===== config.mk =====
export PLATFORM = sky130hd
export DESIGN_NAME = seg_mem_top
export DESIGN_NICKNAME = d
export VERILOG_FILES = /design/src/rtl/seg_mem_pkg.sv /design/src/rtl/seg_mem_array.sv /design/src/rtl/seg_mem_top.sv /design/src/rtl/seg_read_hold.sv /design/src/rtl/seg_read_tracker.sv
export SDC_FILE = /design/constraint.sdc
export NUM_CORES = 1
export LEC_CHECK = 0
export BUFFER_PORTS_ARGS = -buffer_cell sky130_fd_sc_hd__buf_2
export CAP_MARGIN = 40
export CORE_MARGIN = 2
export CORE_UTILIZATION = 29
export CTS_CLUSTER_SIZE = 40
export DETAILED_ROUTE_END_ITERATION = 10
export GPL_TIMING_DRIVEN = 0
export PLACE_DENSITY = 0.43
export SETUP_SLACK_MARGIN = 0.02
export SLEW_MARGIN = 20
export SYNTH_ARGS = -nofsm -noshare
export SYNTH_HDL_FRONTEND = slang
export SYNTH_SLANG_ARGS = --single-unit

===== constraint.sdc =====
create_clock -name clk -period 13.54 [get_ports clk]
set_input_delay 2.708 -clock clk [delete_from_list [all_inputs] [get_ports clk]]
set_output_delay 2.708 -clock clk [all_outputs]
set_load 0.1 [all_outputs]

===== src/rtl/seg_mem_pkg.sv =====
`default_nettype none

package seg_mem_pkg;

  ////////////////////////////////////////////////////////////////////////////
  // word geometry
  ////////////////////////////////////////////////////////////////////////////

  localparam int DATA_W = 64;               // stored word width
  localparam int SEG_N  = 8;                // segments per word, one valid strobe each
  localparam int SEG_W  = DATA_W / SEG_N;   // bits per segment
  localparam int MASK_W = DATA_W / 8;       // one write mask bit per byte

  ////////////////////////////////////////////////////////////////////////////
  // two views of one data word
  ////////////////////////////////////////////////////////////////////////////

  // segment view follows v_i, byte view follows w_mask_i
  // identical layout while SEG_W is 8, a 16 bit segment would span two bytes
  typedef union packed {
    logic [SEG_N-1:0][SEG_W-1:0] segs;
    logic [MASK_W-1:0][7:0]      bytes;
  } seg_word_u;

endpackage

`default_nettype wire


===== src/rtl/seg_mem_array.sv =====
`timescale 1ns/100ps
`default_nettype none

// single port storage, byte masked writes, registered read word
module seg_mem_array #(
  parameter int els_p = 16,
  localparam int addr_w_lp = (els_p > 1) ? $clog2(els_p) : 1
) (
  input  wire logic                              clk,
  input  wire logic                              rst_i,
  input  wire logic [seg_mem_pkg::SEG_N-1:0]     v_i,
  input  wire logic                              w_i,
  input  wire logic [addr_w_lp-1:0]              addr_i,
  input  wire seg_mem_pkg::seg_word_u            data_i,
  input  wire logic [seg_mem_pkg::MASK_W-1:0]    w_mask_i,
  output seg_mem_pkg::seg_word_u                 raw_data_o
);

  import seg_mem_pkg::*;

  localparam int bytes_per_seg_lp = SEG_W / 8;

  ////////////////////////////////////////////////////////////////////////////
  // request decode
  ////////////////////////////////////////////////////////////////////////////

  logic              req;
  logic              rd_v;
  logic [MASK_W-1:0] byte_we;

  assign req  = |v_i;
  assign rd_v = req & ~w_i;   // any segment read, same addr for all

  // each byte needs its segment strobe and its own mask bit
  for (genvar b = 0; b < MASK_W; b++) begin : g_byte_we
    assign byte_we[b] = w_i & v_i[b / bytes_per_seg_lp] & w_mask_i[b];
  end

  ////////////////////////////////////////////////////////////////////////////
  // storage
  ////////////////////////////////////////////////////////////////////////////

  seg_word_u mem [els_p];   // contents undefined until written

  always_ff @(posedge clk) begin
    for (int b = 0; b < MASK_W; b++) begin
      if (byte_we[b]) begin
        mem[addr_i].bytes[b] <= data_i.bytes[b];
      end
    end
  end

  // whole word is fetched even for a partial read,
  // the read hold picks out the segments that matter
  always_ff @(posedge clk) begin
    if (rd_v) begin
      raw_data_o <= mem[addr_i];
    end
  end

  ////////////////////////////////////////////////////////////////////////////
  // checks
  ////////////////////////////////////////////////////////////////////////////

  a_addr_in_range: assert property (
    @(posedge clk) disable iff (rst_i)
    req |-> (int'(addr_i) < els_p)
  ) else $error("seg_mem_array: address %0d beyond depth %0d", addr_i, els_p);

endmodule

`default_nettype wire


===== src/rtl/seg_mem_top.sv =====
`timescale 1ns/100ps
`default_nettype none

// segmented single port memory, one cycle read latency
module seg_mem_top #(
  parameter int els_p             = 16,
  parameter bit latch_last_read_p = 1'b1,
  localparam int addr_w_lp = (els_p > 1) ? $clog2(els_p) : 1
) (
  input  wire logic                              clk,
  input  wire logic                              rst_i,
  input  wire logic [seg_mem_pkg::SEG_N-1:0]     v_i,
  input  wire logic                              w_i,
  input  wire logic [addr_w_lp-1:0]              addr_i,
  input  wire logic [seg_mem_pkg::DATA_W-1:0]    data_i,
  input  wire logic [seg_mem_pkg::MASK_W-1:0]    w_mask_i,
  output logic      [seg_mem_pkg::DATA_W-1:0]    data_o
);

  import seg_mem_pkg::*;

  seg_word_u        raw_data;   // array word, registered on reads
  logic [SEG_N-1:0] rd_seg;     // segments read last cycle

  seg_mem_array #(
    .els_p      (els_p)
  ) u_array (
    .clk        (clk),
    .rst_i      (rst_i),
    .v_i        (v_i),
    .w_i        (w_i),
    .addr_i     (addr_i),
    .data_i     (data_i),
    .w_mask_i   (w_mask_i),
    .raw_data_o (raw_data)
  );

  // runs alongside the array, same request inputs
  seg_read_tracker u_tracker (
    .clk      (clk),
    .rst_i    (rst_i),
    .v_i      (v_i),
    .w_i      (w_i),
    .rd_seg_o (rd_seg)
  );

  seg_read_hold #(
    .latch_last_read_p (latch_last_read_p)
  ) u_hold (
    .clk        (clk),
    .rst_i      (rst_i),
    .raw_data_i (raw_data),
    .rd_seg_i   (rd_seg),
    .data_o     (data_o)
  );

endmodule

`default_nettype wire


===== src/rtl/seg_read_hold.sv =====
`timescale 1ns/100ps
`default_nettype none

// merges the raw read word with the read flags into data_o
module seg_read_hold #(
  parameter bit latch_last_read_p = 1'b1
) (
  input  wire logic                          clk,
  input  wire logic                          rst_i,
  input  wire seg_mem_pkg::seg_word_u        raw_data_i,
  input  wire logic [seg_mem_pkg::SEG_N-1:0] rd_seg_i,
  output seg_mem_pkg::seg_word_u             data_o
);

  import seg_mem_pkg::*;

  if (latch_last_read_p) begin : g_hold

    seg_word_u hold_r;   // last value read, per segment

    always_ff @(posedge clk) begin
      if (rst_i) begin
        hold_r <= '0;
      end else begin
        for (int s = 0; s < SEG_N; s++) begin
          if (rd_seg_i[s]) begin
            hold_r.segs[s] <= raw_data_i.segs[s];
          end
        end
      end
    end

    // fresh data bypasses the hold register in its own cycle
    always_comb begin
      for (int s = 0; s < SEG_N; s++) begin
        data_o.segs[s] = rd_seg_i[s] ? raw_data_i.segs[s] : hold_r.segs[s];
      end
    end

  end else begin : g_no_hold

    // only the flagged segments carry meaning here
    assign data_o = raw_data_i;

  end

  ////////////////////////////////////////////////////////////////////////////
  // checks
  ////////////////////////////////////////////////////////////////////////////

  // an unread segment must not move, whatever the array does meanwhile
  for (genvar s = 0; s < SEG_N; s++) begin : g_chk
    a_seg_stable: assert property (
      @(posedge clk) disable iff (rst_i)
      (latch_last_read_p && !rd_seg_i[s]) |-> (data_o.segs[s] == $past(data_o.segs[s]))
    ) else $error("seg_read_hold: segment %0d changed without a read", s);
  end

endmodule

`default_nettype wire


===== src/rtl/seg_read_tracker.sv =====
`timescale 1ns/100ps
`default_nettype none

// per segment flags, set in the cycle after that segment was read
module seg_read_tracker (
  input  wire logic                          clk,
  input  wire logic                          rst_i,
  input  wire logic [seg_mem_pkg::SEG_N-1:0] v_i,
  input  wire logic                          w_i,
  output logic      [seg_mem_pkg::SEG_N-1:0] rd_seg_o
);

  import seg_mem_pkg::*;

  logic [SEG_N-1:0] rd_acc;

  assign rd_acc = v_i & {SEG_N{~w_i}};   // writes never raise a flag

  always_ff @(posedge clk) begin
    if (rst_i) begin
      rd_seg_o <= '0;
    end else begin
      rd_seg_o <= rd_acc;   // idle or write cycle clears
    end
  end

  ////////////////////////////////////////////////////////////////////////////
  // checks
  ////////////////////////////////////////////////////////////////////////////

  // direction must be defined for the array and for the flags alike
  a_dir_known: assert property (
    @(posedge clk) disable iff (rst_i)
    (|v_i) |-> !$isunknown(w_i)
  ) else $error("seg_read_tracker: w_i unknown during a request");

  a_clear_after_reset: assert property (
    @(posedge clk)
    $fell(rst_i) |-> (rd_seg_o == '0)
  ) else $error("seg_read_tracker: read flag set right after reset");

endmodule

`default_nettype wire


# == Yosys cells after proc, flatten, opt, wreduce, memory -nomap -nowiden ==
# Memory sizes are Yosys's and may differ from the RTL's. A register that Yosys moved wholly into a read port is not among the register bits.
# Cells that the tools add are included.
# word_totals
register_bits,72
mem_bits_rw,1024
input_bits,87
output_inout_bits,64
elab_cells,47
memories,1
# op_classes
n_mux,24
bitwise,19
n_reduce_logical,1
# memory_table
name,depth,width,read_ports,rd_clocked_by_memory_dff,write_ports,line_no,source
u_array.mem,16,64,1,1,1,seg_mem_array.sv:43,seg_word_u mem [els_p];
# op_table
op,n
$mux 8,8
$and 1x1->1,17
$mux 1,16
$and 8x8->8,1
$reduce_or 8->1,1
$not 1->1,1

# == Depth between registers and ports, before layout ==
# logic_depth
depth_word,4
depth_mapped,6
ltp_nobuf,3

# == By module ==
# A second synthesis with hierarchy kept.
# unflattened
cells_unflattened,2021
hier_area_um2,43863.3
# modules_own_cells
mod,instances,cells_each,area_each_um2,seq_area_each_um2
seg_mem_array,1,1796,40712.8,32671.3
seg_read_hold,1,207,2867.8,1281.2
seg_read_tracker,1,18,282.8,160.2

# == Worst setup path after synthesis ==
# No wires, ideal clock.
# synth_timing
path_kind,input port to flip-flop
from,in w_i
to,reg u_array.raw_data_o[0] (netlist name) (read register of u_array.mem) (enable)
setup_time_ns,0.507
arrival_ns,6.029
required_time_ns,13.033
path_slack_ns,7.003
cell_stages,2
n_path_buf,1
cell_sequence,clkbuf_1 -> a21oi_1
# synth_between
elab_chain_cells,2
# synth_rtl
item,line_no,source
from (decl),seg_mem_top.sv:13,"input wire logic w_i,"
$not 1->1,seg_mem_array.sv:32,assign rd_v = req & ~w_i;
$and 1x1->1,seg_mem_array.sv:32,
via u_array.rd_v,seg_mem_array.sv:28,logic rd_v;
to (decl),seg_mem_array.sv:16,output seg_mem_pkg::seg_word_u raw_data_o
# The timed path passes the listed nets, and every way through them passes these cells.
# A chain may end at the register's enable or synchronous reset.

# == Final worst setup path ==
# layout_timing
from,in addr_i[2]
to,mem u_array.mem[7][8] (netlist name) (enable)
# layout_rtl
item,line_no,source
from (decl),seg_mem_top.sv:14,"input wire logic [addr_w_lp-1:0] addr_i,"
to (decl),seg_mem_array.sv:43,
# Straight into the memory's write port.

==> flow_metrics.py <==
metrics = {
    "placed_design": {
        "portBuffers": 146,
        "dp.cells": 4159,
        "hpwlAfterDp_mm": 81.4,
        "gp_congestion": 0.752,
    },
    "worst_setup_path": {
        "crit_type": "input pin to register",
        "max_stage_delay_ns": 0.63,
        "crit_chain": "buf_2 > nor2b_1 > clkbuf_1 > buf_6 > clkbuf_1 > nand3_1 > buf_6 > nor2_1",
        "crit-reg2reg-capture": "u_hold.g_hold.hold_r[43]$_SDFF_PP0_",
        "slowest_stage": "clkbuf_1",
        "worstSetupEndpointType": "register",
        "crit_fanout": 10,
        "cp-start-kind": "input pin",
        "reg2reg_from": "u_tracker.rd_seg_o[5]$_SDFF_PP0_",
        "r2r_slack_ns": 11.84,
        "arrival_ns": 5.89,
        "reg2regPathDepth": 3,
        "timing.critical_path.required_ns": 13.88,
    },
    "yosys": {
        "synth-adder-area-share_pct": 0,
        "synth-xor-area-share_pct": 0,
        "synth-compound-area-share_pct": 2.23,
        "synth_warnings": 0,
        "synth_fp_nets": 2107,
        "synth_cells": 2020,
        "ys_types": 17,
        "synth-simple-area-share_pct": 3.07,
        "postSynth.asyncResetShare_pct": 0,
        "ys_seq_area_share_pct": 78.6,
        "synth_top_area_cell": "edfxtp_1",
        "syn_area_um2": 43400,
        "synth.area.top_cells": "edfxtp_1 75%, mux4_2 13%, dfxtp_1 3.3%, a22oi_1 2.2%, mux2_2 1.7%",
        "ys_seq_elements": 1160,
        "syn_area_per_cell_um2": 21.5,
        "post-synth-top-count-cell": "edfxtp_1",
        "synthTopCellsByCount": "1088 x edfxtp_1, 256 x mux4_2, 131 x nor2_1, 128 x a22oi_1",
        "yosys.area.top_type_share_pct": 75.3,
        "synth_top_family_by_area": "multiplexers",
        "synth-main-ff-cell": "edfxtp_1",
        "synth-edff-count": 1088,
        "muxShareOfSynthArea_pct": 14.9,
    },
    "route": {
        "drcViolationCount": 0,
        "routed_wl_mm": 114,
        "vias": 20930,
        "ant_nets": 0,
        "dr.pass1.iters": 5,
        "post_drt_wl_per_cell_um": 25.8,
        "drt_iter0_markers": 1692,
        "viasPerCell": 4.72,
    },
    "cells_and_area": {
        "syn_to_final_growth_pct": 18.9,
        "fin_cells": 4433,
        "fill_cells": 13895,
        "layout.nets": 2481,
        "drive_above_1_share_pct": 31.0,
        "multi_input_area_um2": 8800,
        "register_area_um2": 34100,
    },
    "sta": {
        "max_slew_margin_pct": 39.8,
        "rsz0062_at_grt": "false",
        "period_needed_ns": 5.54,
        "post-route-period-util_pct": 40.9,
        "setup_viol": 0,
        "tns_ns": 0,
        "worst_slew_pin_slew_ns": 0.900,
        "timing.fmax_mhz": 180,
        "skew_ns": 0.0230,
        "drv_slew": 0,
        "finalHoldViolations": 0,
    },
    "power_and_ir_drop": {
        "clkPwrFrac_pct": 42.7,
        "p_switching_mw": 1.69,
        "p_leak_nw": 16.7,
        "p_int_mw": 6.05,
        "seqPwrFrac_pct": 51.4,
        "switching_share_pct": 21.8,
        "combPwrFrac_pct": 5.9,
        "pwr_density_cell_nw_per_um2": 150,
        "irDropWorstVdd_mv": 0.102,
    },
    "status": {
        "status": "finished, final reports clean",
    },
    "clock_network": {
        "cts-root-buf": "clkbuf_16",
        "cts_buffer_depth": 3,
        "post_cts_buffers": 0,
        "cts_buffers": 120,
        "clock_latency_ns": 0.72,
        "clk_pin_slew_ns": 0.06,
        "ctsHoldBuffers": 0,
        "cts.sinks": 1160,
        "ctsResizeCount": 0,
        "tritoncts": "built",
        "htreeDepth": 3,
    },
    "grt": {
        "grt_pass1_vias": 22378,
        "grt-ovfl-total": 0,
        "antenna_found_initial": 20,
        "grt_pass1_wl_mm": 163,
        "grt_max_degree": 17,
        "grt_use_total_pct": 15.0,
    },
    "floorplanning": {
        "die_w_um": 391,
        "initial_core_util_pct": 29.3,
        "dieArea_um2": 153000,
        "io-pin-count": 151,
        "core_area_um2": 148000,
        "rows": 141,
        "dieHeight_um": 391,
    },
    "run": {
        "cap_violations": 0,
    },
    "min_path": {
        "whs_endpoint": "u_hold.g_hold.hold_r[57]$_SDFF_PP0_",
        "worstHoldStart": "u_hold.g_hold.hold_r[57]$_SDFF_PP0_",
        "hold_class": "register to register",
        "hold_depth": 2,
    },
}
## state kept, by name, summed over array words and instances (netlist names)
register	count
u_hold.g_hold.hold_r	64
u_array.raw_data_o	64
u_array.mem	1024
u_tracker.rd_seg_o	8
## layout make-up
cell class	count	area share, %
Sequential cell	1160	66.1
Multi-Input combinational cell	747	17.1
Clock buffer	170	6.50
Tap cell	1930	4.68
Timing Repair Buffer	252	3.51
Clock inverter	58	1.12
Buffer	113	0.997
Antenna cell	3	0.0146
## worst max-delay path: cells and delay by family
kind / cells / cell delay [ns]
buffers and inverters: 5 / 1.77
AND/OR/NAND/NOR: 3 / 1.37
## cell families (layout without fill, tap and decap cells)
| kind of cell | Yosys count | in the layout |
|---|---|---|
| compound gates | 129 | 129 |
| buf+inv | 113 | 593 |
| flops | 1160 | 1160 |
| mux | 320 | 320 |
| other cells | 0 | 3 |
| simple gates | 298 | 298 |
## stage by stage
| step | instance area (um^2) | setup WS [ns] | hold slack, ns | utilization [%] | power (mW) |
|---|---|---|---|---|---|
| final | 51600 | 8.00 | 0.587 | 34.8 | 7.74 |
| after global routing | 51600 | 7.93 | 0.608 | 34.8 | 8.01 |
| after CTS | 51200 | 8.02 | 0.593 | 34.6 | 7.84 |
| after detailed placement | 47300 | 7.24 | 0.577 | 31.9 | 4.52 |
| after global placement | 46600 | 2.91 | 0.563 | 31.4 | 4.50 |
| after floorplan | 43400 | 7.00 | 0.710 | - | 4.32 |
## cell usage in the layout (no fill, tap or decap), types with 2 or more instances in the layout
master	instances
clkinv_1	27
dfxtp_1	72
buf_16	8
edfxtp_1	1088
and2_1	9
clkinv_2	15
mux2_2	64
nor2b_1	68
buf_4	77
buf_1	5
bufinv_16	12
mux4_2	256
buf_8	11
nor4_1	2
inv_6	2
clkbuf_8	12
a22oi_1	128
nor2_1	130
buf_2	170
clkbuf_1	109
clkbuf_16	122
clkbuf_2	3
diode_2	3
nand2_1	76
nand3_1	12
buf_6	18
## worst max path at each step
| stage | start | end | slack [ns] | cells after the start |
|---|---|---|---|---|
| floorplan | w_i | u_array.raw_data_o[0]$_DFFE_PP_ | 7.00 | 2 |
| global placement | w_i | u_array.raw_data_o[63]$_DFFE_PP_ | 2.91 | 2 |
| detailed placement | addr_i[3] | u_array.mem[10][8]$_DFFE_PP_ | 7.24 | 8 |
| CTS | addr_i[3] | u_array.mem[10][9]$_DFFE_PP_ | 8.02 | 8 |
| global route | addr_i[3] | u_array.mem[11][32]$_DFFE_PP_ | 7.93 | 7 |
| finish | addr_i[2] | u_array.mem[7][8]$_DFFE_PP_ | 8.00 | 8 |
## per-layer routing
| layer | track usage (%) | vias up | wire length [um] |
|---|---|---|---|
| met3 | 3.56 | 158 | 7440 |
| met1 | 20.3 | 11067 | 50000 |
| met5 | 0 | - | 41 |
| met4 | 3.77 | 6 | 2320 |
| met2 | 24.2 | 624 | 54600 |
| li1 | - | 9075 | - |
## power groups by stage
stage	clock [mW]	sequential (mW)	combinational, mW
final	3.30	3.98	0.457
after CTS	3.39	3.98	0.465
after floorplan	0	4.05	0.271
after global routing	3.54	3.98	0.489
after detailed placement	0	4.06	0.463
after global placement	0	4.06	0.442
Note: power is estimated with default switching activity, not from simulation.
